File: src/hdl/lspcPkg.sv
/*
 * Shared definitions for the line-sprite controller registers
 * Register offsets, VRAM geometry
 * Wishbone request and response structs
 * VRAM command struct, timer control struct
 */
package lspcPkg;

	// Register word offsets on the CPU bus
	localparam logic [2:0] REG_VRAMADDR  = 3'd0;
	localparam logic [2:0] REG_VRAMRW    = 3'd1;
	localparam logic [2:0] REG_VRAMMOD   = 3'd2;
	localparam logic [2:0] REG_LSPCMODE  = 3'd3;
	localparam logic [2:0] REG_TIMERHIGH = 3'd4;
	localparam logic [2:0] REG_TIMERLOW  = 3'd5;
	localparam logic [2:0] REG_IRQACK    = 3'd6;
	localparam logic [2:0] REG_TIMERSTOP = 3'd7;

	// Single VRAM, low address bits only
	localparam int VRAM_AW    = 11;
	localparam int VRAM_DEPTH = 2048;

	// Master to slave
	typedef struct packed {
		logic        cyc;
		logic        stb;
		logic        we;
		logic [2:0]  adr;
		logic [15:0] dat;
	} wbReq;

	// Slave to master
	typedef struct packed {
		logic        ack;
		logic [15:0] dat;
	} wbRsp;

	// One VRAM access
	typedef struct packed {
		logic               en;
		logic               we;
		logic [VRAM_AW-1:0] addr;
		logic [15:0]        data;
	} vramCmd;

	// Register file to timer
	typedef struct packed {
		logic [31:0] reload;
		logic        lowWritten;
		logic        irqAck;
		logic [2:0]  mode;
		logic        irqEn;
		logic        stop;
	} timerCtrl;

endpackage

File: src/hdl/lspcRegs.sv
/*
 * CPU register file
 * Wishbone classic slave, address decode, register storage
 * Read data select, VRAM read latch, VRAM write-request flag
 */
`timescale 1ns/1ns

module lspcRegs
	import lspcPkg::*;
(
	input  logic        clk24m,
	input  logic        rst,
	input  wbReq        bus,
	output wbRsp        busRsp,
	input  logic        busy,
	input  logic        stepAddr,
	input  logic [15:0] nextAddr,
	input  logic        latchLoad,
	input  logic [15:0] latchData,
	output logic        writeReq,
	output logic        prefetchOnly,
	output logic [15:0] vramAddr,
	output logic [15:0] vramMod,
	output logic [15:0] vramData,
	output timerCtrl    timer
);

	logic        ackReg;
	logic [15:0] rdDat;
	logic [15:0] readLatch;
	logic [15:0] readMux;
	// Mode bits 15:3 (AA speed, timer mode, IRQ enable, AA disable)
	logic [12:0] modeFields;
	logic [15:0] timerHigh;
	logic [15:0] timerLow;
	logic        timerStop;
	logic        writeFlag;
	logic        lowStrobe;
	logic        ackStrobe;
	logic        access;
	logic        holdOff;
	logic        accept;

	// New cycle, not the one just acked
	assign access = bus.cyc & bus.stb & ~ackReg;
	// VRAM ports wait for a pending or running access
	assign holdOff = (busy | writeFlag) &
		(bus.adr == REG_VRAMADDR || bus.adr == REG_VRAMRW);
	assign accept = access & ~holdOff;

	// Read data select
	always_comb
	begin
		case (bus.adr)
			REG_VRAMADDR, REG_VRAMRW: readMux = readLatch;
			REG_VRAMMOD:              readMux = vramMod;
			REG_LSPCMODE:             readMux = {modeFields, 3'b000};
			default:                  readMux = 16'h0000;
		endcase
	end

	always_ff @(posedge clk24m)
	begin
		if (rst)
		begin
			ackReg       <= 1'b0;
			writeReq     <= 1'b0;
			prefetchOnly <= 1'b0;
			writeFlag    <= 1'b0;
			lowStrobe    <= 1'b0;
			ackStrobe    <= 1'b0;
			vramAddr     <= 16'h0000;
			vramMod      <= 16'h0000;
			vramData     <= 16'h0000;
			readLatch    <= 16'h0000;
			modeFields   <= '0;
			timerHigh    <= 16'h0000;
			timerLow     <= 16'h0000;
			timerStop    <= 1'b0;
		end
		else
		begin
			ackReg    <= accept;
			// Strobes last one cycle
			writeReq  <= 1'b0;
			lowStrobe <= 1'b0;
			ackStrobe <= 1'b0;
			// Address stepped by the FSM after a write
			if (stepAddr)
			begin
				vramAddr  <= nextAddr;
				writeFlag <= 1'b0;
			end
			if (latchLoad)
				readLatch <= latchData;
			if (accept & bus.we)
			begin
				case (bus.adr)
					REG_VRAMADDR:
					begin
						// New address, fetch it into the latch
						vramAddr     <= bus.dat;
						writeFlag    <= 1'b0;
						writeReq     <= 1'b1;
						prefetchOnly <= 1'b1;
					end
					REG_VRAMRW:
					begin
						vramData     <= bus.dat;
						writeFlag    <= 1'b1;
						writeReq     <= 1'b1;
						prefetchOnly <= 1'b0;
					end
					REG_VRAMMOD:   vramMod <= bus.dat;
					REG_LSPCMODE:  modeFields <= bus.dat[15:3];
					REG_TIMERHIGH: timerHigh <= bus.dat;
					REG_TIMERLOW:
					begin
						timerLow  <= bus.dat;
						lowStrobe <= 1'b1;
					end
					REG_IRQACK:    ackStrobe <= 1'b1;
					default:       timerStop <= bus.dat[0];
				endcase
			end
		end
	end

	// Read word captured on accept
	always_ff @(posedge clk24m)
	begin
		if (accept & ~bus.we)
			rdDat <= readMux;
	end

	assign busRsp = '{ack: ackReg, dat: rdDat};

	// Timer fields from mode bits 7:4
	assign timer = '{
		reload:     {timerHigh, timerLow},
		lowWritten: lowStrobe,
		irqAck:     ackStrobe,
		mode:       modeFields[4:2],
		irqEn:      modeFields[1],
		stop:       timerStop
	};

	// Master must hold the strobe until it sees ack
	ackNeedsStb: assert property (@(posedge clk24m) disable iff (rst)
		ackReg |-> bus.cyc && bus.stb)
		else $error("ack high without cyc and stb");

endmodule

File: config.mk
export PLATFORM = sky130hd
export DESIGN_NAME = lspcRegs
export DESIGN_NICKNAME = d
export VERILOG_FILES = /design/src/hdl/lspcPkg.sv /design/src/hdl/lspcRegs.sv
export SDC_FILE = /design/constraint.sdc
export NUM_CORES = 1
export LEC_CHECK = 0
export BUFFER_PORTS_ARGS = -buffer_cell sky130_fd_sc_hd__buf_2
export CORE_ASPECT_RATIO = 2
export CORE_UTILIZATION = 47
export CTS_CLUSTER_DIAMETER = 40
export DETAILED_ROUTE_END_ITERATION = 12
export GPL_TIMING_DRIVEN = 1
export PLACE_DENSITY = 0.8
export SYNTH_ARGS = -nofsm -noshare
export SYNTH_HDL_FRONTEND = slang
export SYNTH_SLANG_ARGS = --single-unit
File: constraint.sdc
create_clock -name clk24m -period 1.9 [get_ports clk24m]
set_input_delay 0.285 -clock clk24m [delete_from_list [all_inputs] [get_ports clk24m]]
set_output_delay 0.285 -clock clk24m [all_outputs]
set_load 0.05 [all_outputs]
==> results of run 1 <==
==> sequential cells by signal, summed over array words and instances, names as in the netlist <==
name          flops
vramMod          16
rdDat            16
timerStop         1
modeFields       13
readLatch        16
writeReq          1
writeFlag         1
ackReg            1
prefetchOnly      1
timerHigh        16
lowStrobe         1
vramAddr         16
vramData         16
timerLow         16
ackStrobe         1
==> metal layers <==
layer,vias up,GRT usage [%]
li1,2173,-
met1,2086,24.63
met2,143,43.97
met3,38,4.257
met4,0,12.64
met5,-,0
==> placed cells by master (no fill, tap or decap) <==
master / instances
buf_2: 163
dfxtp_1: 116
mux2i_1: 109
nand2b_1: 68
a21oi_1: 34
nor2_1: 33
nand3_1: 32
o21ai_0: 30
clkbuf_16: 17
or2_2: 16
edfxtp_1: 16
a211oi_1: 13
buf_4: 12
nand3b_1: 4
clkinv_2: 4
and4b_1: 3
nand4b_1: 3
clkinv_1: 3
bufinv_16: 3
clkinv_4: 3
and3b_1: 2
buf_12: 2
diode_2: 1
o31ai_1: 1
nor2_2: 1
nor4_4: 1
and2_1: 1
and3_1: 1
nor2b_1: 1
nand3_4: 1
a31oi_1: 1
nor3_1: 1
nor3b_2: 1
or3b_1: 1
nand4_1: 1
inv_6: 1
clkinvlp_4: 1
==> kinds of logic after synthesis <==
kind of cell	share of synthesized area [%]
buffers and inverters	4.929
flip-flops	49.97
AO/OA/AOI/OAI	7.696
AND/OR/NAND/NOR	17.96
multiplexers	19.45
==> stage by stage <==
step                      utilization [%]  std cells  setup WS [ns]  cell area [um^2]
after detailed placement            55.23        813         0.2012              6462
final                               60.29        846         0.2576              7054
after CTS                           60.27        845         0.2561              7052
after floorplan                         -        546         0.1708              5612
after global routing                60.29        846         0.1599              7054
after global placement              55.23        813         0.2698              6462
==> worst max path at each step <==
stage / from / end / slack, ns / cells after the start
CTS: ackReg$_SDFF_PP0_ / timerHigh[9]$_SDFFE_PP0P_ / 0.26 / 4
global placement: bus[19] / timerHigh[11]$_SDFFE_PP0P_ / 0.27 / 5
floorplan: bus[18] / rdDat[0]$_DFFE_PP_ / 0.17 / 4
global route: ackReg$_SDFF_PP0_ / timerHigh[12]$_SDFFE_PP0P_ / 0.16 / 4
finish: ackReg$_SDFF_PP0_ / timerHigh[9]$_SDFFE_PP0P_ / 0.26 / 4
detailed placement: bus[19] / timerHigh[9]$_SDFFE_PP0P_ / 0.20 / 5
==> cells in the mapped netlist <==
cell,instances,area [um^2]
nor4_4,1,21.27
buf_4,13,97.59
a31oi_1,1,6.260
clkbuf_1,26,97.59
nor3_1,1,5.000
nor3b_2,1,12.51
nand3b_1,4,30.03
nor2b_1,1,6.260
nand3_4,1,17.52
nand3_1,32,160.2
o21ai_0,30,150.1
nor2_1,34,127.6
dfxtp_1,116,2322
nand4_1,1,6.260
buf_2,11,55.05
and4b_1,3,30.03
a21oi_1,34,170.2
nand2b_1,68,425.4
buf_1,4,15.01
buf_6,1,11.26
nand4b_1,3,26.28
and3_1,1,6.260
o31ai_1,1,7.510
or2_2,16,100.1
mux2i_1,109,1091
and3b_1,2,17.52
or3b_1,1,8.760
a211oi_1,13,97.59
edfxtp_1,16,480.5
and2_1,1,6.260
==> critical path: stages (launching register included) <==
cell     delay [ns]
dfxtp_1        0.33
and3b_1        0.44
and4b_1        0.33
buf_4          0.24
mux2i_1        0.22
==> power by group through the flow <==
stage / Combinational [uW] / Clock [uW] / Sequential, uW
after global placement: 579 / 0 / 2970
final: 595 / 3230 / 2920
after detailed placement: 593 / 0 / 2980
after CTS: 597 / 3260 / 2920
after global routing: 638 / 3400 / 2920
after floorplan: 283 / 0 / 3100
==> final cells by class <==
class / count / area (um^2) / area share, %
Sequential cell: 132 / 2803 / 39.73
Multi-Input combinational cell: 359 / 2532 / 35.90
Timing Repair Buffer: 177 / 945.9 / 13.41
Clock buffer: 17 / 425.4 / 6.031
Tap cell: 145 / 181.4 / 2.572
Clock inverter: 15 / 163.9 / 2.324
Antenna cell: 1 / 2.502 / 0.03547
==> results.md, run 1 <==
- Status: complete, no violations
- Max-slew headroom: 61.64%
- Warning count from the yosys run: 0
- Die W: around 80 um
- Hold EP: readLatch[6]$_SDFFE_PP0P_
- Met3 wire len: 512 um
- Syn Area/Cell: between 10 and 15 um^2
- Share of cells above drive strength 1: 32.29%
- Worst skew pair latency: slightly above 0.4 ns
- Max-Cap Viols: 0
- PostCTS Resize Cnt: 0
- I/O pin total: 165
- Final Hold Vio Count: 0
- Die area: 12,400 um^2
- Gate power share: 8.8%
- P_leak: 0.003357 uW
- Via count: 4,440
- R2R Setup Slk: about 0.26 ns
- Final Cycle Share: ~86%
- Worst VDD drop: ~700 uV
- RSZ-0062 raised after global routing: no
- Crit start category: register
- GRT Resource Usage Total: 23.74%
- Chip height: ~160 um
- Fillers: 988
- Arr. time, crit path: around 2.0 ns
- Pin count of the biggest net entering global routing: 67
- Flops & latches, synth: between 100 and 150
- Clock network power share: about 48%
- Initial antenna violation count: 1
- Hold_ws: 0.1128 ns
- Netlist cell types: 30
- Clock Skews: 0.008567 ns
- HP Start: latchData[6]
- Critical Path Fanout Max: 9
- Routability cong.: approximately 0.92
- Vias/cell: 5.248
- Switching share of power: 23.81%
- Sequential fraction of the synthesis area: between 40% and 50%
- Postcts setup bufs: 0
- Final wirelength: 14,160 um
- Vias in the first global route: about 4.5k
- Initial core utilization: 47.94%
- R2R cell count: 4
- Worst-Margin Slew: 0.5754 ns
- Core area: 11,700 um^2
- CTS tree: built
- Top sig layer: met4
- FP Rows: 56
- Synthesized instance count: 546
- First-pass GRT wire length: between 20,000 and 25,000 um
- Routed wl met2: slightly below 8000 um
- Syn Std Cell Area: 5609 um^2
- Nature of the critical path endpoint: register
- Total global routing overflow: 0
- Area grow syn2layout: 25.76%
- Nets: 746
- Post-Route Setup TNS: 0 ns
- WL met1: ~5300 um
- DRC violations left: 0
- CTS Hold Bufs: 0
- Time the final worst path needs with I/O delays and setup: roughly 1.6 ns
- Clock sink count: around 130
- Final Power: 6742 uW
- CTS buffer count: 17
- Fin. max-slew vios: 0
- Longest Clk Path Bufs: 2
- Int Pwr: 5137 uW
- Reg clk slew, reported paths: 0.06 ns
- DRT iter0 DRCs: between 300 and 400
- Placed wire-length estimate: 10,380 um
- CP Data Required Time: 2.23 ns
- Sequential share of power: 43.3%
- Setup violations, final: 0
- Setup CP Type: reg -> reg
- Achievable Freq: slightly above 0.6 GHz
- FF-to-FF End: timerHigh[9]$_SDFFE_PP0P_
- I/O Buffers: 164
- Switch Pwr: between 1500 and 2000 uW
- Drt pass-1 iters: 6
- H-tree depth: 4
- Hold depth: 3
- Syn_nets: 605
- Routed len/inst: 16.74 um
- Worst R2R Start: ackReg$_SDFF_PP0_
- Antenna Nets Post-Route: 0
- Tightest Hold Check Type: in -> reg
- Clk root buf: clkbuf_16
- PD cells: about 960 nW/um^2
Power figures use the tool's default switching activity.
==> run 2: changes to the inputs <==
--- a/config.mk
+++ b/config.mk
@@ -7,11 +7,11 @@
 export LEC_CHECK = 0
 export BUFFER_PORTS_ARGS = -buffer_cell sky130_fd_sc_hd__buf_2
 export CORE_ASPECT_RATIO = 2
-export CORE_UTILIZATION = 47
+export CORE_UTILIZATION = 55
 export CTS_CLUSTER_DIAMETER = 40
 export DETAILED_ROUTE_END_ITERATION = 12
 export GPL_TIMING_DRIVEN = 1
-export PLACE_DENSITY = 0.8
+export PLACE_DENSITY = 0.87
 export SYNTH_ARGS = -nofsm -noshare
 export SYNTH_HDL_FRONTEND = slang
 export SYNTH_SLANG_ARGS = --single-unit
==> constraint.sdc (replaced) <==
create_clock -name clk24m -period 2 [get_ports clk24m]
set_input_delay 0.3 -clock clk24m [delete_from_list [all_inputs] [get_ports clk24m]]
set_output_delay 0.3 -clock clk24m [all_outputs]
set_load 0.05 [all_outputs]
==> results.md, run 2 (same netlist as run 1, synthesis figures left out) <==
- Final wirelength: 13,590 um (-4.0%)
- Share of cells above drive strength 1: 32.67% (+0.38 points)
- Total global routing overflow: 0 (unchanged)
- GRT Resource Usage Total: 26.71% (+3.0 points)
- CTS buffer count: 17 (unchanged)
- R2R Setup Slk: 0.39 ns (+0.13 ns)
- I/O pin total: 165 (unchanged)
- Int Pwr: 4821 uW (-6.2%)
- Max-slew headroom: 51.65% (-10 points)
- Initial core utilization: 57.08% (+9.1 points)
- Vias in the first global route: 4,438 (-0.54%)
- Final Power: 6369 uW (-5.5%)
- Drt pass-1 iters: 4 (-2)
- Final Hold Vio Count: 0 (unchanged)
- Commonest non-fill, non-tap cells in the layout: 163 x buf_2, 116 x dfxtp_1, 109 x mux2i_1
- FF-to-FF End: vramData[4]$_SDFFE_PP0P_
- Postcts setup bufs: 0 (unchanged)
- Clock Skews: 0.007252 ns (-0.001315 ns)
- Core area: 9827 um^2 (-16%)
- Nature of the critical path endpoint: register
- First-pass GRT wire length: 21,270 um (-5.2%)
- Nets: 747 (+0.13%)
- Via count: 4,509 (+1.6%)
- CP Data Required Time: 2.33 ns (+0.10 ns)
- Tightest Hold Check Type: in -> reg
- Hold depth: 3 (unchanged)
- DRC violations left: 0 (unchanged)
- Sequential share of power: 43.5% (+0.2 points)
- Pre-CTS setup slack: 0.2632 ns (+0.06196 ns)
- Vias/cell: 5.400 (+2.9%)
- Setup violations, final: 0 (unchanged)
- Final design utilization: 71.42% (+11 points)
- Clk root buf: clkbuf_16
- H-tree depth: 4 (unchanged)
- Crit start category: register
- Achievable Freq: 0.6197 GHz (+1.8%)
- Post-Route Setup TNS: 0 ns (unchanged)
- Final Cycle Share: 80.68% (-5.8 points)
- PD cells: 907.5 nW/um^2 (-5.1%)
- Clock sink count: 132 (unchanged)
- Hold EP: readLatch[2]$_SDFFE_PP0P_
- Worst VDD drop: 668.8 uV (-2.6%)
- Status: complete, no violations
- Switch Pwr: 1548 uW (-3.6%)
- Placed wire-length estimate: 9932 um (-4.3%)
- Setup CP Type: reg -> reg
- I/O Buffers: 164 (unchanged)
- Critical Path Fanout Max: 9 (unchanged)
- Longest Clk Path Bufs: 2 (unchanged)
- CTS tree: built
- Time the final worst path needs with I/O delays and setup: 1.614 ns (-0.02867 ns)
- Fin. max-slew vios: 0 (unchanged)
- P_leak: 0.003337 uW (-0.62%)
- CTS Hold Bufs: 0 (unchanged)
- Die area: 10,630 um^2 (-14%)
- RSZ-0062 raised after global routing: no
- HP Start: latchData[2]
- Antenna Nets Post-Route: 0 (unchanged)
- Arr. time, crit path: 1.94 ns (-0.03 ns)
- Worst R2R Start: ackReg$_SDFF_PP0_
- Max-Cap Viols: 0 (unchanged)
- PostCTS Resize Cnt: 0 (unchanged)
- Area grow syn2layout: 25.12%
- Initial antenna violation count: 1 (unchanged)
- Pin count of the biggest net entering global routing: 100 (+49%)
- Worst-Margin Slew: 0.7253 ns (+0.1499 ns)
- Worst skew pair latency: 0.42 ns (about the same)
- Chip height: 144.8 um (-7.5%)
- DRT iter0 DRCs: 180 (-43%)
- Routed len/inst: 16.28 um (-2.7%)
- Reg clk slew, reported paths: 0.06 ns (about the same)
- Most common cell after layout, fill and taps aside: buf_2
- R2R cell count: 3 (-1)
- FP Rows: 51 (-8.9%)
- Gate power share: 8.7% (about the same)
- Die W: 73.41 um (-7.4%)
- Final setup margin: 0.3863 ns (+0.1287 ns)
- Clock network power share: 47.8% (about the same)
- Switching share of power: 24.30% (+0.49 points)
- Routability cong.: 0.8777 (-4.2%)
run 2: cell count changes in the layout (fill, tap and decap cells not counted):
cell / previous run / this run
diode_2: 1 / 2
buf_12: 2 / 0
inv_6: 1 / 0
nor2_2: 1 / 0
clkinv_4: 3 / 1
clkbuf_8: 0 / 2
clkinv_1: 3 / 0
clkinvlp_4: 1 / 6
buf_4: 12 / 15
nor2_1: 33 / 34
bufinv_16: 3 / 2
run 2: final cells by class:
cell class                      count  area, um^2
Multi-Input combinational cell    359        2530
Tap cell                          132       165.2
Sequential cell                   132        2803
Clock inverter                     13       133.9
Fill cell                         722        2809
Antenna cell                        2       5.005
Timing Repair Buffer              178       928.4
Clock buffer                       19       452.9
run 2: metrics by stage:
step | instance area (um^2) | cells | hold WS, ns
finish | 7018 | 835 | 0.1248
global placement | 6426 | 801 | 0.4566
detailed placement | 6426 | 801 | 0.4648
floorplan | 5609 | 546 | 0.4472
global route | 7015 | 834 | 0.1358
CTS | 7013 | 833 | 0.1221
run 2: routing by layer:
metal	track usage, %	wire length [um]	part of all wire, %
met4	17.71	584	4.3
met3	6.371	618	4.5
met2	46.59	7407	54
met1	27.81	4982	37
met5	0	0	0
run 2: worst max path at each step:
stage	startpoint	end
6_report	ackReg$_SDFF_PP0_	vramData[4]$_SDFFE_PP0P_
5_1_grt	writeFlag$_SDFF_PP0_	vramData[4]$_SDFFE_PP0P_
4_1_cts	ackReg$_SDFF_PP0_	vramData[4]$_SDFFE_PP0P_
3_5_place_dp	bus[18]	vramData[4]$_SDFFE_PP0P_
3_3_place_gp	bus[18]	vramData[2]$_SDFFE_PP0P_
2_1_floorplan	bus[18]	rdDat[0]$_DFFE_PP_
run 2: power groups by stage:
stage	clock network [uW]	logic (uW)	registers [uW]
2_1_floorplan	0	268	2950
3_3_place_gp	0	538	2820
3_5_place_dp	0	550	2830
4_1_cts	3060	553	2770
5_1_grt	3200	592	2780
6_report	3050	552	2770
run 2: critical path, cell delays in order, from the launching register on:
cell and delay [ns]:
dfxtp_1 0.33, and3b_1 0.42, and3_1 0.48, mux2i_1 0.30
