[src/hdl/lspcPkg.sv]
/*
 * Shared definitions for the line-sprite controller registers
 * Register offsets, VRAM geometry
 * Wishbone request and response structs
 * VRAM command struct, timer control struct
 */
package lspcPkg;

	// Register word offsets on the CPU bus
	localparam logic [2:0] REG_VRAMADDR  = 3'd0;
	localparam logic [2:0] REG_VRAMRW    = 3'd1;
	localparam logic [2:0] REG_VRAMMOD   = 3'd2;
	localparam logic [2:0] REG_LSPCMODE  = 3'd3;
	localparam logic [2:0] REG_TIMERHIGH = 3'd4;
	localparam logic [2:0] REG_TIMERLOW  = 3'd5;
	localparam logic [2:0] REG_IRQACK    = 3'd6;
	localparam logic [2:0] REG_TIMERSTOP = 3'd7;

	// Single VRAM, low address bits only
	localparam int VRAM_AW    = 11;
	localparam int VRAM_DEPTH = 2048;

	// Master to slave
	typedef struct packed {
		logic        cyc;
		logic        stb;
		logic        we;
		logic [2:0]  adr;
		logic [15:0] dat;
	} wbReq;

	// Slave to master
	typedef struct packed {
		logic        ack;
		logic [15:0] dat;
	} wbRsp;

	// One VRAM access
	typedef struct packed {
		logic               en;
		logic               we;
		logic [VRAM_AW-1:0] addr;
		logic [15:0]        data;
	} vramCmd;

	// Register file to timer
	typedef struct packed {
		logic [31:0] reload;
		logic        lowWritten;
		logic        irqAck;
		logic [2:0]  mode;
		logic        irqEn;
		logic        stop;
	} timerCtrl;

endpackage

[src/hdl/vramAccessFsm.sv]
/*
 * VRAM access FSM
 * Runs queued CPU writes, steps the address by the modulo
 * Prefetches the word at the new address for the read latch
 */
`timescale 1ns/1ns

module vramAccessFsm
	import lspcPkg::*;
(
	input  logic        clk24m,
	input  logic        rst,
	input  logic        writeReq,
	input  logic        prefetchOnly,
	input  logic [15:0] vramAddr,
	input  logic [15:0] vramMod,
	input  logic [15:0] vramData,
	input  logic [15:0] rdData,
	output vramCmd      mem,
	output logic        busy,
	output logic        stepAddr,
	output logic [15:0] nextAddr,
	output logic        latchLoad,
	output logic [15:0] latchData
);

	typedef enum logic [1:0] {sIdle, sWrite, sFetch, sLatch} accessState;

	accessState  state;
	logic [15:0] addrReg;
	logic [15:0] modReg;
	logic [15:0] dataReg;

	// Sequence control
	always_ff @(posedge clk24m)
	begin
		if (rst)
			state <= sIdle;
		else
		begin
			case (state)
				sIdle:
				begin
					if (writeReq)
						state <= prefetchOnly ? sFetch : sWrite;
				end
				sWrite:  state <= sFetch;
				sFetch:  state <= sLatch;
				default: state <= sIdle;
			endcase
		end
	end

	// Request captured, modulo may change while busy
	always_ff @(posedge clk24m)
	begin
		if (state == sIdle && writeReq)
		begin
			addrReg <= vramAddr;
			modReg  <= vramMod;
			dataReg <= vramData;
		end
		else if (state == sWrite)
			addrReg <= nextAddr;
	end

	// Wraps at 16 bits
	assign nextAddr = addrReg + modReg;

	assign busy      = (state != sIdle);
	assign stepAddr  = (state == sWrite);
	assign latchLoad = (state == sLatch);
	// Read word arrives in the latch cycle
	assign latchData = rdData;

	// Write in sWrite, read of the stepped address in sFetch
	assign mem = '{
		en:   (state == sWrite) || (state == sFetch),
		we:   (state == sWrite),
		addr: addrReg[VRAM_AW-1:0],
		data: dataReg
	};

	// Queued request only while idle, otherwise it would be lost
	requestWhileIdle: assert property (@(posedge clk24m) disable iff (rst)
		writeReq |-> state == sIdle)
		else $error("VRAM request arrived while the access FSM was busy");

endmodule

[config.mk]
export PLATFORM = sky130hd
export DESIGN_NAME = vramAccessFsm
export DESIGN_NICKNAME = d
export VERILOG_FILES = /design/src/hdl/lspcPkg.sv /design/src/hdl/vramAccessFsm.sv
export SDC_FILE = /design/constraint.sdc
export NUM_CORES = 1
export LEC_CHECK = 0
export BUFFER_PORTS_ARGS = -buffer_cell sky130_fd_sc_hd__buf_2
export CORE_MARGIN = 2
export CORE_UTILIZATION = 43
export CTS_CLUSTER_DIAMETER = 120
export DETAILED_ROUTE_END_ITERATION = 8
export PLACE_DENSITY = 0.75
export SYNTH_ARGS = -nofsm -noshare
export SYNTH_HDL_FRONTEND = slang
export SYNTH_SLANG_ARGS = --single-unit
[constraint.sdc]
create_clock -name clk24m -period 2.41 [get_ports clk24m]
set_input_delay 0.241 -clock clk24m [delete_from_list [all_inputs] [get_ports clk24m]]
set_output_delay 0.241 -clock clk24m [all_outputs]
set_load 0.05 [all_outputs]
==> results of run 1 <==
registers in the layout, summed over array words and instances (netlist names):
| signal | cells |
|---|---|
| state | 2 |
| addrReg | 16 |
| modReg | 16 |
| dataReg | 16 |
cell type report:
type | instances | area, µm²
fill | 554 | 2550
sequential | 50 | 1480
multi-input combinational | 168 | 1480
timing repair buffer | 143 | 942
tap | 80 | 100
clock buffer | 5 | 68.8
clock inverter | 3 | 47.5
inverter | 12 | 45.0
worst reg2reg max path, stage by stage (launching register included):
cell	delay [ns]
edfxtp_1	0.43
ha_2	0.22
fa_2	0.37
a21o_4	0.23
a311o_1	0.42
buf_6	0.16
a41oi_4	0.15
and3b_2	0.23
buf_4	0.11
buf_4	0.09
o31ai_1	0.06
path summary, 6_finish.rpt:
path | startpoint | slack, ns | cells past startpoint | end
setup / recovery | addrReg[0] | -0.54 | 8 | nextAddr[10]
hold / removal | vramMod[13] | 0.1 | 1 | modReg[13]
setup reg to reg | addrReg[0] | -0.30 | 10 | addrReg[14]
hold reg to reg | state[1] | 0.62 | 2 | state[0]
stage by stage:
step,hold slack (ns),instance area [µm²],utilization (%)
global route,0.0852,4160,62.0
floorplan,0.313,3060,-
global placement,0.416,3600,53.6
finish,0.0956,4160,62.0
detailed placement,0.419,3600,53.6
CTS,0.0895,4040,60.1
cells in the mapped netlist (2+ instances only):
cell,n
dfxtp_1,2
nand3_1,4
buf_4,28
buf_6,2
edfxtp_1,48
a21oi_1,15
o21ai_0,8
mux2_2,2
o211a_1,3
a31oi_1,2
o31ai_1,4
inv_1,12
xnor2_1,8
o21a_1,2
a21o_1,3
and3_1,2
nor2_1,25
o2111ai_1,2
nand2b_1,2
ha_1,18
clkbuf_1,3
o211ai_1,5
a211oi_1,5
xor2_1,4
nand2_1,30
a32oi_1,2
cell families (layout without fill, tap and decap cells):
family / count (synthesis) / in the layout / share of synthesized area [%]
simple gates: 70 / 70 / 10.2
xor+xnor: 12 / 12 / 3.57
fa+ha+maj: 19 / 19 / 8.34
flops: 50 / 50 / 50.4
mux: 3 / 3 / 1.11
compound gates: 64 / 64 / 15.6
buf+inv: 49 / 163 / 10.8
per-layer routing:
| layer | wire length [µm] | GRT usage, % | part of all wire (%) |
|---|---|---|---|
| met1 | 2900 | 23.6 | 40 |
| met2 | 3770 | 33.5 | 52 |
| met3 | 521 | 5.90 | 7.1 |
| met4 | 115 | 7.95 | 1.6 |
| met5 | 0 | 0 | 0 |
timing repair:
action | 4_1_cts | 5_1_grt
cloned | 0 | 0
buffers inserted | 12 | 5
endpoints found under the setup margin | 16 | 17
resized for setup | 50 | 20
pin swaps | 24 | 15
==> flow_metrics.py, run 1 <==
metrics = {
    "route": {
        "ant_nets": 0,
        "wl_um": 7310,
        "drc_errors": 0,
        "avgRoutedWirePerCell_um": 15.9,
        "vias": 2460,
        "drt_iter0_drc": 145,
        "first_pass_iters": 4,
        "viasPerCell": 5.34,
    },
    "cells_and_area": {
        "final_layout_size_suffix_gt1_share_pct": 51.2,
        "mostFrequentLayoutCells": "buf_2 (86), edfxtp_1 (48), buf_4 (37)",
        "layout.nets": 467,
        "area_growth_pct": 41.6,
        "final_common_cell": "buf_2",
        "finalNonFillerCells": 461,
        "antenna_cells": 0,
    },
    "critical_path": {
        "critical_path.top_delay_family": "compound AO/OA/AOI/OAI gates",
        "crit_path_end_kind": "output port",
        "critical_path_arrival_ns": 2.71,
        "cp-start-kind": "flip-flop",
        "path_class": "flip-flop to output port",
        "crit_chain": "ha_2, fa_2, a21o_4, a311o_1, a32o_2, nor2_4, xnor2_4, buf_6",
        "critical-path-max-stage-delay_ns": 0.43,
        "crit_path_max_fanout": 3,
        "worst-path-buf-inv": 1,
        "worstPathRequired_ns": 2.17,
        "critPathSlowestCell": "edfxtp_1",
    },
    "global_route": {
        "grt_max_degree": 31,
        "grt_use_total_pct": 19.8,
        "antenna_found_initial": 0,
        "globalRouteOverflowTotal": 0,
        "grt_pass1_wl_um": 11600,
        "grt_pass1_vias": 2505,
    },
    "place": {
        "pre_cts_slack_ns": -0.361,
        "port_buffers": 99,
        "place_hpwl_um": 5070,
        "gp_congestion": 0.851,
        "dp_cells": 437,
    },
    "sta": {
        "slew_violations": 0,
        "fin_crit_sh_pct": 122,
        "setup_ws_ns": -0.540,
        "finalHoldViolCount": 0,
        "rsz0062_at_grt": "true",
        "max_slew_margin_pct": 56.0,
        "tns_ns": -3.44,
        "setup_viol": 15,
        "fin_skew_ns": 0.0104,
        "max_freq_mhz": 339,
        "worst_slew_pin_slew_ns": 0.659,
        "min_period_ns": 2.95,
    },
    "job": {
        "cap_viol_max_count": 0,
    },
    "synthesis": {
        "yosys.area.top_type": "edfxtp_1",
        "syn-num-nets": 354,
        "synth_top_area_share_pct": 49.0,
        "ys_ff_latch": 50,
        "synth_area_leaders": "edfxtp_1 (49%), ha_1 (7.7%), buf_4 (7.1%)",
        "synth_edf_count": 48,
        "avgSynthCellArea_um2": 11.0,
        "async_flop_share_pct": 0,
        "synthFlopType": "edfxtp_1",
        "synthCells": 267,
        "synth_cell_types": 52,
        "yosys_warnings": 0,
        "synth_seq_area_share_pct": 50.4,
        "syn-cell-area_um2": 2940,
    },
    "floorplanning": {
        "core.rowCount": 30,
        "ioPinCount": 132,
        "core_um2": 6720,
        "die_area_um2": 7520,
        "die_y_um": 86.7,
        "die_x_um": 86.7,
        "initial_utilization_pct": 43.8,
    },
    "outcome": {
        "outcome": "complete, but fails checks",
        "violations": "negative setup slack",
    },
    "clock_tree": {
        "cts.htree.levels": 2,
        "cts_tree": "built",
        "cts.path.max_buffers": 2,
        "cts-root-buf": "clkbuf_8",
        "cts_sinks": 50,
        "numCtsBuffers": 5,
        "hold_buffers": 0,
        "path_clk_slew_ns": 0.10,
        "clock_latency_ns": 0.31,
    },
    "hold_path": {
        "hold_path_class": "input pin to flip-flop",
    },
}
Power of run 1 is not shown: default switching activity piles up to over one toggle a cycle in this logic, so the estimate is an artifact.
==> run 2, diff against run 1 <==
- CORE_MARGIN: 2 -> default
- MAX_ROUTING_LAYER: default -> met4
- REMOVE_ABC_BUFFERS: default -> 1
==> run 2 against run 1 <==
  * The flow still finishes with violations (negative setup slack)
  * Flip-flop and latch count stayed put
  * Routed wire length rose by 2.9%
  * Die area fell by 4.6%
  * Largest cell class unchanged
  * Worst hold slack better by 0.0016 ns
  * Core utilization down 0.60 points
  * Fmax increased by 2.2%
  * Sequential share of layout area rose by 1.8 points
  * Non-clock buffer count fell by 3
==> flow_metrics.py, run 2 (synthesis gave the netlist of run 1 again) <==
metrics = {
    "global_route": {
        "grt_max_degree": 28,
        "globalRouteOverflowTotal": 0,
        "grt_pass1_vias": 2526,
        "grt_use_total_pct": 21.5,
        "antenna_found_initial": 0,
        "grt_pass1_wl_um": 11500,
    },
    "place": {
        "port_buffers": 99,
        "gp_congestion": 0.840,
        "dpl-instance-area_um2": 3460,
        "place_hpwl_um": 5430,
        "pre_cts_slack_ns": -0.343,
    },
    "sta": {
        "setup_ws_ns": -0.477,
        "finalHoldViolCount": 0,
        "worst_slew_pin_slew_ns": 0.543,
        "max_slew_margin_pct": 63.8,
        "fin_crit_sh_pct": 120,
        "fin_skew_ns": 0.0123,
        "min_period_ns": 2.89,
        "tns_ns": -3.28,
        "setup_viol": 14,
        "slew_violations": 0,
        "rsz0062_at_grt": "true",
        "max_freq_mhz": 346,
    },
    "cells_and_area": {
        "fin_area_um2": 3960,
        "mostFrequentLayoutCells": "buf_2 (87), edfxtp_1 (48), buf_4 (45)",
        "final_common_cell": "buf_2",
        "final_layout_size_suffix_gt1_share_pct": 50.3,
        "top_regs": "addrReg (16), dataReg (16), modReg (16)",
        "antenna_cells": 0,
        "layout.nets": 464,
        "area_growth_pct": 34.8,
    },
    "clock_tree": {
        "clock_latency_ns": 0.31,
        "numCtsBuffers": 5,
        "cts-root-buf": "clkbuf_8",
        "cts.htree.levels": 2,
        "cts_tree": "built",
        "path_clk_slew_ns": 0.10,
        "cts.path.max_buffers": 2,
        "cts_sinks": 50,
    },
    "floorplanning": {
        "ioPinCount": 132,
        "initial_utilization_pct": 45.5,
        "die_y_um": 84.7,
        "core.rowCount": 29,
        "core_um2": 6460,
        "die_x_um": 84.7,
        "die_area_um2": 7170,
    },
    "route": {
        "viasPerCell": 5.55,
        "avgRoutedWirePerCell_um": 16.5,
        "drt_iter0_drc": 129,
        "ant_nets": 0,
        "wl_um": 7520,
        "drc_errors": 0,
        "first_pass_iters": 7,
        "vias": 2525,
    },
    "critical_path": {
        "critPathSlowestCell": "edfxtp_1",
        "crit_path_end_kind": "output port",
        "critical-path-max-stage-delay_ns": 0.42,
        "cp-start-kind": "flip-flop",
        "r2r_cells": 12,
        "crit_chain": "ha_2, fa_2, a21o_4, a311o_1, a32o_2, nor2_2, xnor2_1, buf_4",
        "path_class": "flip-flop to output port",
        "critical_path_arrival_ns": 2.65,
        "worstPathRequired_ns": 2.17,
        "crit_path_max_fanout": 3,
    },
    "job": {
        "cap_viol_max_count": 0,
    },
    "outcome": {
        "violations": "negative setup slack",
        "outcome": "complete, but fails checks",
    },
    "hold_path": {
        "hold_path_class": "input pin to flip-flop",
        "min_path_cells": 1,
    },
}
run 2: changes by cell type in the layout (fill, tap and decap cells not counted), sizes merged:
cell	previous run	this run
buf	143	140
inv	14	12
clkbuf	5	6
clkinvlp	0	1
run 2: layout make-up:
type / count / area (µm²)
repair buffers: 140 / 863
fillers: 522 / 2490
clock buffers: 6 / 72.6
well taps: 77 / 96.3
flip-flops and latches: 50 / 1480
multi-input cells: 168 / 1370
inverters: 12 / 45.0
clock inverters: 2 / 37.5
run 2: per-layer routing:
metal	vias to the layer above	GRT usage, %	share of wire, %
li1	1174	-	-
met1	1208	23.9	39
met2	133	35.5	50
met3	10	7.96	9.1
met4	0	7.86	1.5
met5	-	-	0
run 2: worst max-delay path, delay by kind of cell, from the launching register on:
kind                     cells  cell delay (ns)
XOR/XNOR                     1             0.11
flip-flops                   1             0.42
AND/OR/NAND/NOR              1             0.09
buffers and inverters        1             0.21
AO/OA/AOI/OAI                3             0.95
adder cells (fa/ha/maj)      2             0.56
run 2: timing repair:
action / CTS / global route
buffers inserted: 11 / 4
gates resized for setup: 48 / 19
pin swaps: 23 / 16
hold buffers: 0 / 0
endpoints found under the setup margin: 16 / 17
run 2: final timing paths:
kind          startpoint           end  slack, ns
max           addrReg[0]  nextAddr[10]      -0.48
min          vramMod[11]    modReg[11]        0.1
max reg2reg   addrReg[0]   addrReg[12]      -0.34
min reg2reg     state[1]      state[0]       0.62
run 2: stage by stage:
step	hold slack (ns)	instances	utilization (%)
floorplan	0.313	230	-
CTS	0.0993	452	59.6
finish	0.0972	455	61.4
global placement	0.418	433	53.6
detailed placement	0.420	433	53.6
global route	0.0944	455	61.4
Power of run 2 is left out for the same reason.
==> run 3, diff against run 2 <==
- SETUP_SLACK_MARGIN: default -> 0.1
==> run 3 against run 2 <==
  * The run ends with design-rule violations, negative setup slack left
  * Non-clock buffer count grew 7
  * Core utilization increased by 3.8 points
  * Worst hold slack worse by 0.0027 ns
  * Cell area increased by 6.3%
  * Sequential share of layout area is 2.2 points lower
  * First-iteration DRC count up 60%
  * Global-route usage is 0.15 points higher
  * Routed wire length rose by 10%
  * Clock skew is 0.00093 ns lower
  * Critical endpoint is now nextAddr[12]
  * Largest cell class is now multi-input combinational cells
  * Highest routed layer unchanged
==> flow_metrics.py, run 3 (synthesis gave the netlist of run 1 again) <==
metrics = {
    "outcome": {
        "outcome": "complete, but fails checks",
        "violations": "design-rule violations, negative setup slack",
    },
    "sta": {
        "setup_ws_ns": -0.503,
        "finalHoldViolCount": 0,
        "setup_viol": 15,
        "slew_violations": 0,
        "fin_hold_ws_ns": 0.0946,
        "min_period_ns": 2.91,
        "fin_crit_sh_pct": 121,
        "fin_skew_ns": 0.0113,
        "max_freq_mhz": 343,
        "worst_slew_pin_slew_ns": 0.552,
        "rsz0062_at_grt": "true",
        "max_slew_margin_pct": 63.2,
    },
    "critical_path": {
        "critPathSlowestCell": "edfxtp_1",
        "worst-path-buf-inv": 2,
        "worstPathRequired_ns": 2.17,
        "cp-start-kind": "flip-flop",
        "critical_path.top_delay_family": "compound AO/OA/AOI/OAI gates",
        "crit_path_end_kind": "output port",
        "crit_chain": "ha_2, fa_2, a21o_4, buf_4, a311oi_4, o211ai_1, o21ai_1, xnor2_1, buf_4",
        "critical_path_arrival_ns": 2.67,
        "critical-path-max-stage-delay_ns": 0.42,
        "crit_path_max_fanout": 2,
        "path_class": "flip-flop to output port",
        "crit_top_cell": "buf_4",
    },
    "route": {
        "wl_met2_um": 4290,
        "avgRoutedWirePerCell_um": 17.9,
        "vias": 2564,
        "viasPerCell": 5.55,
        "wl_um": 8270,
        "dr_wl_met3_um": 725,
        "drt_iter0_drc": 207,
        "routed.top_layer": "met4",
        "first_pass_iters": 9,
        "drc_errors": 4,
        "wl_met1_um": 3150,
        "ant_nets": 0,
    },
    "place": {
        "port_buffers": 99,
        "place_hpwl_um": 5430,
        "gp_congestion": 0.840,
    },
    "cells_and_area": {
        "area_growth_pct": 43.2,
        "mostFrequentLayoutCells": "buf_2 (85), edfxtp_1 (48), buf_4 (48)",
        "final_layout_size_suffix_gt1_share_pct": 53.5,
        "antenna_cells": 0,
        "layout.nets": 471,
        "top_regs": "addrReg (16), dataReg (16), modReg (16)",
        "final_common_cell": "buf_2",
    },
    "global_route": {
        "grt_max_degree": 28,
        "globalRouteOverflowTotal": 0,
        "grt_pass1_wl_um": 11600,
        "grt_use_total_pct": 21.7,
        "grt_pass1_vias": 2530,
        "antenna_found_initial": 0,
    },
    "floorplanning": {
        "die_y_um": 84.7,
        "core_um2": 6460,
        "initial_utilization_pct": 45.5,
        "die_x_um": 84.7,
        "die_area_um2": 7170,
        "core.rowCount": 29,
        "ioPinCount": 132,
    },
    "job": {
        "cap_viol_max_count": 0,
    },
    "clock_tree": {
        "cts.path.max_buffers": 2,
        "path_clk_slew_ns": 0.10,
        "clock_latency_ns": 0.31,
        "numCtsBuffers": 5,
        "cts.htree.levels": 2,
        "cts-root-buf": "clkbuf_8",
        "cts_sinks": 50,
        "cts_tree": "built",
        "hold_buffers": 0,
    },
    "hold_path": {
        "hold_path_class": "input pin to flip-flop",
    },
}
==> run 3: per-stage QoR <==
stage	instances	util, %	setup WS, ns	area (µm²)	TNS (ns)
global route	462	65.2	-0.570	4210	-4.89
detailed placement	433	53.6	-0.343	3460	-1.73
finish	462	65.2	-0.503	4210	-3.65
global placement	433	53.6	-0.268	3460	-1.22
floorplan	230	-	-0.743	2670	-6.78
CTS	452	59.9	-0.414	3870	-2.90
==> run 3: cell type report <==
cell class	instances	area (µm²)
clock buffer	6	72.6
multi-input combinational	168	1540
fill	483	2250
timing repair buffer	147	943
sequential	50	1480
inverter	12	45.0
clock inverter	2	37.5
tap	77	96.3
==> run 3: final timing paths <==
path,startpoint,to,slack (ns),cells after the start
max,addrReg[0],nextAddr[12],-0.50,9
min,vramMod[11],modReg[11],0.09,1
max reg2reg,addrReg[0],addrReg[12],-0.35,12
min reg2reg,state[1],state[0],0.62,2
==> run 3: worst register-to-register path: stages, from the launching register on <==
cell      delay (ns)
edfxtp_1        0.42
ha_2            0.21
fa_2            0.36
a21o_4          0.22
buf_4           0.15
a311oi_4        0.30
o211ai_1        0.17
buf_4           0.16
buf_4           0.12
buf_4           0.12
buf_4           0.12
o2111a_1        0.15
a211oi_2        0.14
==> run 3: layer usage <==
metal  up-vias  GRT usage [%]
met5         -              -
met4         0           7.70
met3        11           8.26
met2       134           35.8
met1      1233           24.0
li1       1186              -
==> run 3: repair_timing <==
action                                 4_1_cts  5_1_grt
pin swaps                                   25       19
endpoints found under the hold margin        0        0
gates resized for setup                     52       47
setup buffers                               12       11
setup endpoints to repair                   16       21
Power of run 3 is left out for the same reason.
