`src/hdl/lspcPkg.sv`:
```
/*
 * Shared definitions for the line-sprite controller registers
 * Register offsets, VRAM geometry
 * Wishbone request and response structs
 * VRAM command struct, timer control struct
 */
package lspcPkg;

	// Register word offsets on the CPU bus
	localparam logic [2:0] REG_VRAMADDR  = 3'd0;
	localparam logic [2:0] REG_VRAMRW    = 3'd1;
	localparam logic [2:0] REG_VRAMMOD   = 3'd2;
	localparam logic [2:0] REG_LSPCMODE  = 3'd3;
	localparam logic [2:0] REG_TIMERHIGH = 3'd4;
	localparam logic [2:0] REG_TIMERLOW  = 3'd5;
	localparam logic [2:0] REG_IRQACK    = 3'd6;
	localparam logic [2:0] REG_TIMERSTOP = 3'd7;

	// Single VRAM, low address bits only
	localparam int VRAM_AW    = 11;
	localparam int VRAM_DEPTH = 2048;

	// Master to slave
	typedef struct packed {
		logic        cyc;
		logic        stb;
		logic        we;
		logic [2:0]  adr;
		logic [15:0] dat;
	} wbReq;

	// Slave to master
	typedef struct packed {
		logic        ack;
		logic [15:0] dat;
	} wbRsp;

	// One VRAM access
	typedef struct packed {
		logic               en;
		logic               we;
		logic [VRAM_AW-1:0] addr;
		logic [15:0]        data;
	} vramCmd;

	// Register file to timer
	typedef struct packed {
		logic [31:0] reload;
		logic        lowWritten;
		logic        irqAck;
		logic [2:0]  mode;
		logic        irqEn;
		logic        stop;
	} timerCtrl;

endpackage

```
`src/hdl/lspcTimer.sv`:
```
/*
 * Programmable interval timer
 * 32-bit down counter with load, reload at zero and stop
 * Interrupt flag with enable and acknowledge
 */
`timescale 1ns/1ns

module lspcTimer
	import lspcPkg::*;
(
	input  logic     clk24m,
	input  logic     rst,
	input  timerCtrl ctrl,
	output logic     timerIrq
);

	logic [31:0] count;
	// Counter reached zero on the last edge
	logic        zeroHit;
	logic        loadNow;
	logic        counting;

	// Load on a timer-low write, mode bit 0
	assign loadNow = ctrl.lowWritten & ctrl.mode[0];

	// Stops at zero until reloaded
	assign counting = ~ctrl.stop & (count != 32'd0);

	always_ff @(posedge clk24m)
	begin
		if (rst)
		begin
			count    <= 32'd0;
			zeroHit  <= 1'b0;
			timerIrq <= 1'b0;
		end
		else
		begin
			// Last step 1 to 0
			zeroHit <= ~loadNow & counting & (count == 32'd1);

			// CPU load wins over reload and count
			if (loadNow)
				count <= ctrl.reload;
			else if (zeroHit & ctrl.mode[1])
				count <= ctrl.reload;
			else if (counting)
				count <= count - 32'd1;

			// Ack clears, a new zero event wins
			if (ctrl.irqAck)
				timerIrq <= 1'b0;
			if (zeroHit & ctrl.irqEn)
				timerIrq <= 1'b1;
		end
	end

	// Last count step with IRQ enabled raises the flag one cycle later
	irqAfterZero: assert property (@(posedge clk24m) disable iff (rst)
		counting && !loadNow && count == 32'd1 ##1 ctrl.irqEn |=> timerIrq)
		else $error("timer IRQ missing after the count reached zero");

endmodule

```
`config.mk`:
```
export PLATFORM = sky130hd
export DESIGN_NAME = lspcTimer
export DESIGN_NICKNAME = d
export VERILOG_FILES = /design/src/hdl/lspcPkg.sv /design/src/hdl/lspcTimer.sv
export SDC_FILE = /design/constraint.sdc
export NUM_CORES = 1
export LEC_CHECK = 0
export ABC_AREA = 1
export BUFFER_PORTS_ARGS = -buffer_cell sky130_fd_sc_hd__buf_2
export CAP_MARGIN = 10
export CORE_ASPECT_RATIO = 1.4
export CORE_MARGIN = 2
export CORE_UTILIZATION = 50
export DETAILED_ROUTE_END_ITERATION = 10
export HOLD_SLACK_MARGIN = 0.05
export PLACE_DENSITY_LB_ADDON = 0.3
export SYNTH_ARGS = -nofsm -noshare
export SYNTH_HDL_FRONTEND = slang
export SYNTH_SLANG_ARGS = --single-unit
```
`constraint.sdc`:
```
create_clock -name clk24m -period 5.75 [get_ports clk24m]
set_clock_uncertainty 0.1 [all_clocks]
set_input_delay 0.2875 -clock clk24m [delete_from_list [all_inputs] [get_ports clk24m]]
set_output_delay 0.2875 -clock clk24m [all_outputs]
set_load 0.02 [all_outputs]
```
==> flow_metrics.tcl, run 1 <==
set metrics [dict create \
    status "complete, no violations" \
    switching_power_uw 243 \
    rsz0062_at_grt "false" \
    synth-compound-area-share_pct 14.6 \
    io_buffers 40 \
    routabilityCongestion 0.917 \
    synth_nets 449 \
    period_share_pct 41.2 \
    swShare_pct 36.4 \
    syn_area_per_cell_sq_um 5.92 \
    ys_ff_latch 34 \
    leakagePower_nw 1.25 \
    worstSetupStartpointType "register" \
    crit_fanout 31 \
    max-cap-violations 0 \
    layout-drive-gt1-share_pct 14.5 \
    grt_max_degree 37 \
    die_w_um 62.6 \
    slowest_stage "dfxtp_1" \
    n_antenna_cell 0 \
    synth-simple-area-share_pct 43.8 \
    cts_resized 0 \
    clock_sinks 34 \
    initial_utilization_pct 52.5 \
    fin_util_pct 59.1 \
    reg2reg_from "count[0]$_SDFFE_PP0P_" \
    max_stage_delay_ps 370 \
    cts_tree "yes" \
    layout_common_cells "98 x nor2_1, 96 x nand2_1, 40 x buf_2" \
    yosysUniqueCellTypes 32 \
    r2r_end "count[4]$_SDFFE_PP0P_" \
    clkTransAtPathRegs_ps 70 \
    max-vdd-ir-drop_mv 0.132 \
    synthCells 406 \
    dr.pass1.iters 5 \
    htree_levels 2 \
    max_freq_mhz 422 \
    ant_nets 0 \
    synthMuxAreaShare_pct 0 \
    reg2reg_slack_ps 3380 \
    dp_hpwl_um 4680 \
    tns_ps 0 \
    yosys_warnings 0 \
    crit_arrival_ps 2450 \
    startpoint "count[0]$_SDFFE_PP0P_" \
    power.total_uw 667 \
    worst_ep_required_time_ps 5830 \
    die-area_sq_um 5380 \
    insertion_delay_ps 290 \
    worstMarginPinSlew_ps 694 \
    worstSetupPathType "reg -> reg" \
    area_delta_synth_final_pct 12.6 \
    routedWlPerCell_um 12.7 \
    grt_pass1_vias 2543 \
    nets 484 \
    hold_violations 0 \
    tritoncts.num_buffers 5 \
    pwr-share-seq_pct 42.4 \
    dp.cells 496 \
    drc 0 \
    power.density_nw_per_um2 247 \
    root_buffer "clkbuf_8" \
    min_path_type "in -> reg" \
    routed_via_density 5.27 \
    synth_top_family_by_area "simple AND/OR/NAND/NOR gates" \
    cts_setup_buffers 0 \
    num_rows 29 \
    die_h_um 86.0 \
    relSlewSlack_pct 53.7 \
    p_int_uw 424 \
    clockBufferDepth 2 \
    final_common_cell "nor2_1" \
    core_sq_um 4570 \
    drt_iter0_drc 129 \
    cpMostUsedCell "nand2_2" \
    p_comb_share_pct 30.7 \
    worstPathCellList "inv_1 > ha_1 > nand2_2 > nor2_4 > nand2_2 > inv_2 > nand2_2 > nand2_4 > nand2_4 > clkinv_4 > o21ai_0 > nor2_1" \
    whs_ps 141 \
    finalCriticalPeriod_ps 2370 \
    seq_area_frac_synth_pct 28.3 \
    overflow 0 \
    vias 2647 \
    crit_path_end_kind "register" \
    antenna_found_initial 0 \
    cts_hold_buf 0 \
    synthAdderAreaFrac_pct 1.04 \
    track_usage_pct 25.5 \
    setup-violations-final 0 \
    stdcell_count 502 \
    synth_xor_area_share_pct 4.74 \
    endpoint "count[4]$_SDFFE_PP0P_" \
    fillers 496 \
    slew_viol_final 0 \
    synth_area_sq_um 2400 \
    grt_first_pass_wirelength_um 11000 \
    routed_wl_um 6370 \
    reg2reg_depth 12 \
    p_clk_share_pct 26.9 \
    num_io_pins 42 \
]
[cells by family (layout without fill, tap and decap cells)]
group,Yosys count,after routing
simple gates,250,250
buf+inv,41,75
xor+xnor,13,13
flops,34,34
fa+ha+maj,2,2
compound gates,66,66
[power by group through the flow]
stage               logic, mW  registers, mW  clock network, mW
floorplan               0.161          0.280                  0
global placement        0.200          0.287                  0
detailed placement      0.203          0.287                  0
CTS                     0.205          0.282              0.180
global route            0.236          0.286              0.189
finish                  0.205          0.283              0.179
[through the flow]
stage	instance area [sq um]	setup slack, ps
4_1_cts	2700	3360
3_5_place_dp	2620	3380
3_3_place_gp	2620	3430
2_1_floorplan	2400	3950
6_report	2700	3380
5_1_grt	2700	3220
[critical path: cells and delay by family, from the launching register on]
family / cells / cell delay [ps]
and+or+nand+nor: 7 / 880
adders and majority gates: 1 / 300
DFF: 1 / 370
AOI/OAI and AO/OA: 1 / 220
buffers and inverters: 3 / 360
[registers in the layout, summed over array words and instances (netlist names)]
name,flops
timerIrq,1
zeroHit,1
count,32
[how the worst min path moves through the flow]
stage | start | to | slack [ps] | cells past startpoint
floorplan | ctrl[1] | timerIrq$_SDFFE_PP0P_ | 330 | 2
global placement | timerIrq$_SDFFE_PP0P_ | timerIrq$_SDFFE_PP0P_ | 350 | 2
detailed placement | timerIrq$_SDFFE_PP0P_ | timerIrq$_SDFFE_PP0P_ | 350 | 2
CTS | ctrl[5] | timerIrq$_SDFFE_PP0P_ | 140 | 4
global route | ctrl[1] | timerIrq$_SDFFE_PP0P_ | 170 | 3
finish | ctrl[5] | timerIrq$_SDFFE_PP0P_ | 140 | 4
[area by class of cell]
type	count	area (sq um)	area share, %
timing repair buffer	42	215	7.96
multi-input combinational	331	1540	57.0
inverter	27	106	3.93
tap	62	77.6	2.87
clock buffer	6	82.6	3.05
sequential	34	681	25.2
[cell usage after synthesis (all sizes together)]
library cell	number	area share, %
a21boi	1	0.31
a31oi	1	0.26
a21oi	20	4.3
xor2	8	2.9
nor4	1	0.26
nand2	102	17
o21bai	5	1.6
nand4	7	1.8
nand3b	1	0.31
buf	6	1.8
dfxtp	34	28
clkinv	2	0.52
inv	25	3.9
ha	2	1.0
clkbuf	8	1.3
o21ai	39	8.1
nor3	9	1.9
nand3	25	5.2
nor2	102	17
xnor2	5	1.8
or2	3	0.78
[per-layer routing]
layer	global-route usage (%)	vias up	wire length [um]
met3	3.67	16	209
met5	0	-	0
li1	-	1380	-
met1	26.9	1191	2590
met2	50.7	60	3420
met4	8.69	0	152
Power figures use the tool's default switching activity.
==> inputs of run 2 (changes only) <==
==> constraint.sdc (replaced) <==
create_clock -name clk24m -period 2.38 [get_ports clk24m]
set_clock_uncertainty 0.1 [all_clocks]
set_input_delay 0.119 -clock clk24m [delete_from_list [all_inputs] [get_ports clk24m]]
set_output_delay 0.119 -clock clk24m [all_outputs]
set_load 0.02 [all_outputs]
==> run 2 against run 1 <==
Compared with the run above:
- wire length increased by 7.2%
- critical path type unchanged
- first-iteration DRC count increased by 23%
- largest cell class unchanged
- flip-flop and latch count unchanged
- total power increased by 140%
- sequential share of layout area decreased by 0.93 points
==> flow_metrics.tcl, run 2 (synthesized netlist as in run 1, its figures left out) <==
set metrics [dict create \
    die_h_um 86.0 \
    insertion_delay_ps 290 \
    drc 0 \
    leakagePower_nw 1.30 \
    routed_wl_um 6820 \
    grt_first_pass_wirelength_um 11600 \
    p_clk_share_pct 25.5 \
    crit_arrival_ps 2230 \
    switching_power_uw 600 \
    antenna_found_initial 0 \
    tritoncts.num_buffers 5 \
    cts_setup_buffers 0 \
    overflow 0 \
    min_path_type "in -> reg" \
    routedWlPerCell_um 13.3 \
    root_buffer "clkbuf_8" \
    slowest_stage "dfxtp_1" \
    crit_fanout 26 \
    track_usage_pct 26.9 \
    top_regs "count: 32 flops, timerIrq: 1 flops, zeroHit: 1 flops" \
    clockBufferDepth 2 \
    swShare_pct 37.1 \
    endpoint "count[6]$_SDFFE_PP0P_" \
    worst_ep_required_time_ps 2460 \
    routed_via_density 5.30 \
    r2r_end "count[6]$_SDFFE_PP0P_" \
    power.total_mw 1.62 \
    grt_pass1_vias 2605 \
    htree_levels 2 \
    p_int_mw 1.02 \
    fillers 483 \
    clock_sinks 34 \
    fin_util_pct 61.4 \
    startpoint "count[0]$_SDFFE_PP0P_" \
    dp_hpwl_um 4880 \
    initial_utilization_pct 52.5 \
    final_common_cell "nor2_1" \
    layout_common_cells "98 x nor2_1, 96 x nand2_1, 40 x buf_2" \
    crit_path_end_kind "register" \
    clkTransAtPathRegs_ps 70 \
    vias 2719 \
    max-vdd-ir-drop_mv 0.368 \
    grt_max_degree 29 \
    reg2reg_depth 12 \
    cpMostUsedCell "nand2_2" \
    stdcell_count 513 \
    pwr-share-seq_pct 42.3 \
    hold_start "ctrl[24]" \
    worstPathCellList "inv_1 > ha_1 > nand2_2 > nor2_4 > nand2_2 > inv_2 > nand2_2 > nand2_4 > nand2_4 > buf_12 > o21ai_1 > a21oi_1" \
    drt_iter0_drc 159 \
    relSlewSlack_pct 73.4 \
    worstMarginPinSlew_ps 396 \
    ant_nets 0 \
    max_stage_delay_ps 330 \
    num_rows 29 \
    rsz0062_at_grt "false" \
    tns_ps 0 \
    cp.depth 12 \
    largest_reg_flops 32 \
    die-area_sq_um 5380 \
    hold_violations 0 \
    nets 494 \
    reg2reg_slack_ps 230 \
    status "complete, no violations" \
    cts_tree "yes" \
    num_io_pins 42 \
    layout-drive-gt1-share_pct 14.9 \
    top_register "count" \
    worst-path-buf-inv 3 \
    die_w_um 62.6 \
    worstSetupPathType "reg -> reg" \
    max_freq_mhz 466 \
    period_share_pct 90.2 \
    setup-violations-final 0 \
    p_comb_share_pct 32.2 \
    io_buffers 40 \
    dp.cells 499 \
    slew_viol_final 0 \
    max-cap-violations 0 \
    core_sq_um 4570 \
    crit_family "simple AND/OR/NAND/NOR gates" \
    worstSetupStartpointType "register" \
    area_delta_synth_final_pct 16.9 \
    power.density_nw_per_um2 576 \
    routabilityCongestion 0.929 \
    reg2reg_from "count[0]$_SDFFE_PP0P_" \
    finalCriticalPeriod_ps 2150 \
    n_antenna_cell 0 \
    dr.pass1.iters 5 \
]
[run 2: cell types whose count changed in the layout (fill, tap and decap cells not counted), sizes merged]
cell,change
dlygate4sd3,+7
buf,+3
clkbuf,+1
[run 2: layout make-up]
cell class | instances | area (sq um) | share of cell area, %
Clock buffer | 7 | 76.3 | 2.72
Inverter | 27 | 106 | 3.79
Multi-Input combinational cell | 331 | 1550 | 55.1
Sequential cell | 34 | 681 | 24.2
Tap cell | 62 | 77.6 | 2.76
Timing Repair Buffer | 52 | 320 | 11.4
[run 2: worst min path at each step]
stage	slack, ps	cells after the start	end
2_1_floorplan	170	2	timerIrq$_SDFFE_PP0P_
3_3_place_gp	270	4	timerIrq$_SDFFE_PP0P_
3_5_place_dp	280	4	timerIrq$_SDFFE_PP0P_
4_1_cts	50	5	count[17]$_SDFFE_PP0P_
5_1_grt	70	5	count[22]$_SDFFE_PP0P_
6_report	50	5	count[17]$_SDFFE_PP0P_
[run 2: worst register-to-register path, delay by kind of cell, from the launching register on]
family          cells  cell delay [ps]
compound gates      2              190
fa+ha+maj           1              330
buf+inv             3              340
flops               1              330
simple gates        6              730
[run 2: stage by stage]
step | setup WS (ps) | area [sq um] | hold slack [ps]
floorplan | 582 | 2400 | 166
global placement | 255 | 2660 | 270
detailed placement | 218 | 2660 | 275
CTS | 206 | 2800 | 52.3
global route | 46.0 | 2810 | 67.7
finish | 232 | 2810 | 47.0
[run 2: power groups by stage]
| stage | registers [mW] | clock network, mW | logic (mW) |
|---|---|---|---|
| floorplan | 0.676 | 0 | 0.388 |
| global placement | 0.693 | 0 | 0.497 |
| detailed placement | 0.694 | 0 | 0.505 |
| CTS | 0.682 | 0.409 | 0.516 |
| global route | 0.690 | 0.434 | 0.595 |
| finish | 0.684 | 0.412 | 0.521 |
[run 2: timing repair]
action / CTS / global route
endpoints found under the hold margin: 6 / 0
gates resized for setup: 0 / 1
setup endpoints to repair: 0 / 2
hold buffers: 7 / 0
[run 2: metal layers]
layer  track usage, %  vias up  part of all wire [%]
met5                0        -                     0
met4             11.9        0                   3.0
met3             4.86       22                   3.5
met2             49.9       62                    52
met1             29.8     1239                    42
li1                 -     1396                     -
==> inputs of run 3 (changes only) <==
--- a/config.mk
+++ b/config.mk
@@ -12,8 +12,8 @@
 export CORE_MARGIN = 2
 export CORE_UTILIZATION = 50
 export DETAILED_ROUTE_END_ITERATION = 10
-export HOLD_SLACK_MARGIN = 0.05
-export PLACE_DENSITY_LB_ADDON = 0.3
+export HOLD_SLACK_MARGIN = 0.1
+export PLACE_DENSITY = 0.72
 export SYNTH_ARGS = -nofsm -noshare
 export SYNTH_HDL_FRONTEND = slang
 export SYNTH_SLANG_ARGS = --single-unit
==> run 3 against run 2 <==
Compared with the run above:
- wire length increased by 4.0%
- critical path depth unchanged
- cell area increased by 7.3%
- combinational power increased by 4.4%
- largest power group unchanged
- via count increased by 2.3%
- register-to-register slack improved by 60 ps
- worst setup slack improved by 57 ps
- worst hold slack improved by 46 ps
- maximum frequency increased by 2.7%
- core utilization increased by 4.5 points
- total power increased by 4.1%
- sequential power about the same
==> flow_metrics.tcl, run 3 (synthesized netlist as in run 1, its figures left out) <==
set metrics [dict create \
    p_int_mw 1.07 \
    vias 2782 \
    dr.pass1.iters 4 \
    final_common_cell "nor2_1" \
    drt_iter0_drc 190 \
    min_path_type "in -> reg" \
    die-area_sq_um 5380 \
    detailedPlace.worstSlack_ps 321 \
    htree_levels 2 \
    max-cap-violations 0 \
    crit_fanout 26 \
    clkTransAtPathRegs_ps 80 \
    top_regs "count: 32 flops, timerIrq: 1 flops, zeroHit: 1 flops" \
    pwr-share-seq_pct 40.6 \
    io_buffers 40 \
    setup-violations-final 0 \
    clock_sinks 34 \
    dp_hpwl_um 5020 \
    root_buffer "clkbuf_8" \
    finalCriticalPeriod_ps 2090 \
    crit_arrival_ps 2210 \
    worstSetupStartpointType "register" \
    tritoncts.num_buffers 5 \
    max_freq_mhz 478 \
    clockBufferDepth 2 \
    fin_util_pct 65.9 \
    crit_path_end_kind "register" \
    grt_pass1_vias 2694 \
    period_share_pct 87.9 \
    num_io_pins 42 \
    reg2reg_slack_ps 290 \
    worstMarginPinSlew_ps 498 \
    initial_utilization_pct 52.5 \
    core_sq_um 4570 \
    die_h_um 86.0 \
    switching_power_uw 613 \
    hold_violations 0 \
    worstSetupPathType "reg -> reg" \
    leakagePower_nw 1.39 \
    routed_wl_um 7100 \
    n_antenna_cell 0 \
    drc 0 \
    max-vdd-ir-drop_mv 0.446 \
    grt_max_degree 29 \
    num_rows 29 \
    grt_first_pass_wirelength_um 11900 \
    status "complete, no violations" \
    swShare_pct 36.4 \
    ant_nets 0 \
    routed_via_density 5.20 \
    antenna_found_initial 0 \
    setup_ws_ps 289 \
    top_register "count" \
    worst_ep_required_time_ps 2500 \
    slew_viol_final 0 \
    relSlewSlack_pct 66.7 \
    routedWlPerCell_um 13.3 \
    tns_ps 0 \
    area_delta_synth_final_pct 25.4 \
    p_clk_share_pct 27.0 \
    power.total_mw 1.68 \
    cts_tree "yes" \
    layout-drive-gt1-share_pct 14.6 \
    power.density_nw_per_um2 559 \
    largest_reg_flops 32 \
    p_comb_share_pct 32.3 \
    layout_common_cells "98 x nor2_1, 96 x nand2_1, 40 x buf_2" \
    die_w_um 62.6 \
    insertion_delay_ps 300 \
    track_usage_pct 27.9 \
    routabilityCongestion 0.943 \
    nets 515 \
    cts_resized 0 \
    rsz0062_at_grt "false" \
    overflow 0 \
]
-- run 3: metal layers --
metal / part of all wire, % / track usage [%] / routed length, um / up-vias
li1: - / - / - / 1445
met1: 39 / 28.9 / 2800 / 1257
met2: 54 / 53.5 / 3820 / 64
met3: 4.3 / 5.64 / 303 / 16
met4: 2.5 / 12.3 / 181 / 0
met5: 0 / 0 / 0 / -
-- run 3: path summary, 6_finish.rpt --
kind,start,to,depth (start not counted)
worst max register to register,count[0]$_SDFFE_PP0P_,count[31]$_SDFFE_PP0P_,12
worst min register to register,count[27]$_SDFFE_PP0P_,count[27]$_SDFFE_PP0P_,2
worst min-delay path,ctrl[35],count[28]$_SDFFE_PP0P_,4
worst max-delay path,count[0]$_SDFFE_PP0P_,count[31]$_SDFFE_PP0P_,12
-- run 3: power by group through the flow --
| stage | registers, mW | logic [mW] | clock network, mW |
|---|---|---|---|
| final | 0.684 | 0.544 | 0.455 |
| after global routing | 0.691 | 0.624 | 0.488 |
| after CTS | 0.683 | 0.541 | 0.464 |
| after detailed placement | 0.695 | 0.505 | 0 |
| after global placement | 0.694 | 0.497 | 0 |
| after floorplan | 0.676 | 0.388 | 0 |
-- run 3: through the flow --
| step | hold WS (ps) | area (sq um) | cells |
|---|---|---|---|
| global placement | 269 | 2650 | 500 |
| finish | 92.5 | 3010 | 535 |
| CTS | 105 | 3010 | 535 |
| floorplan | 166 | 2400 | 406 |
| detailed placement | 282 | 2650 | 500 |
| global route | 108 | 3010 | 535 |
-- run 3: cell type report --
type                    count  area, sq um
fillers                   479         1560
multi-input cells         331         1540
flip-flops and latches     34          681
repair buffers             73          515
inverters                  27          106
clock buffers               7         86.3
well taps                  62         77.6
clock inverters             1         5.00
-- run 3: repair_timing --
action                                 in CTS  in global routing
endpoints found under the hold margin      28                  0
setup buffers                               0                  0
hold buffers                               27                  0
-- run 3: critical path: stages, from the launching register on --
cell and delay (ps):
dfxtp_1 380, inv_1 90, ha_1 240, nand2_2 130
nor2_4 70, nand2_2 90, inv_2 40, nand2_2 80
nand2_4 90, nand2_4 110, buf_4 320, nand3_1 120
a21oi_1 140
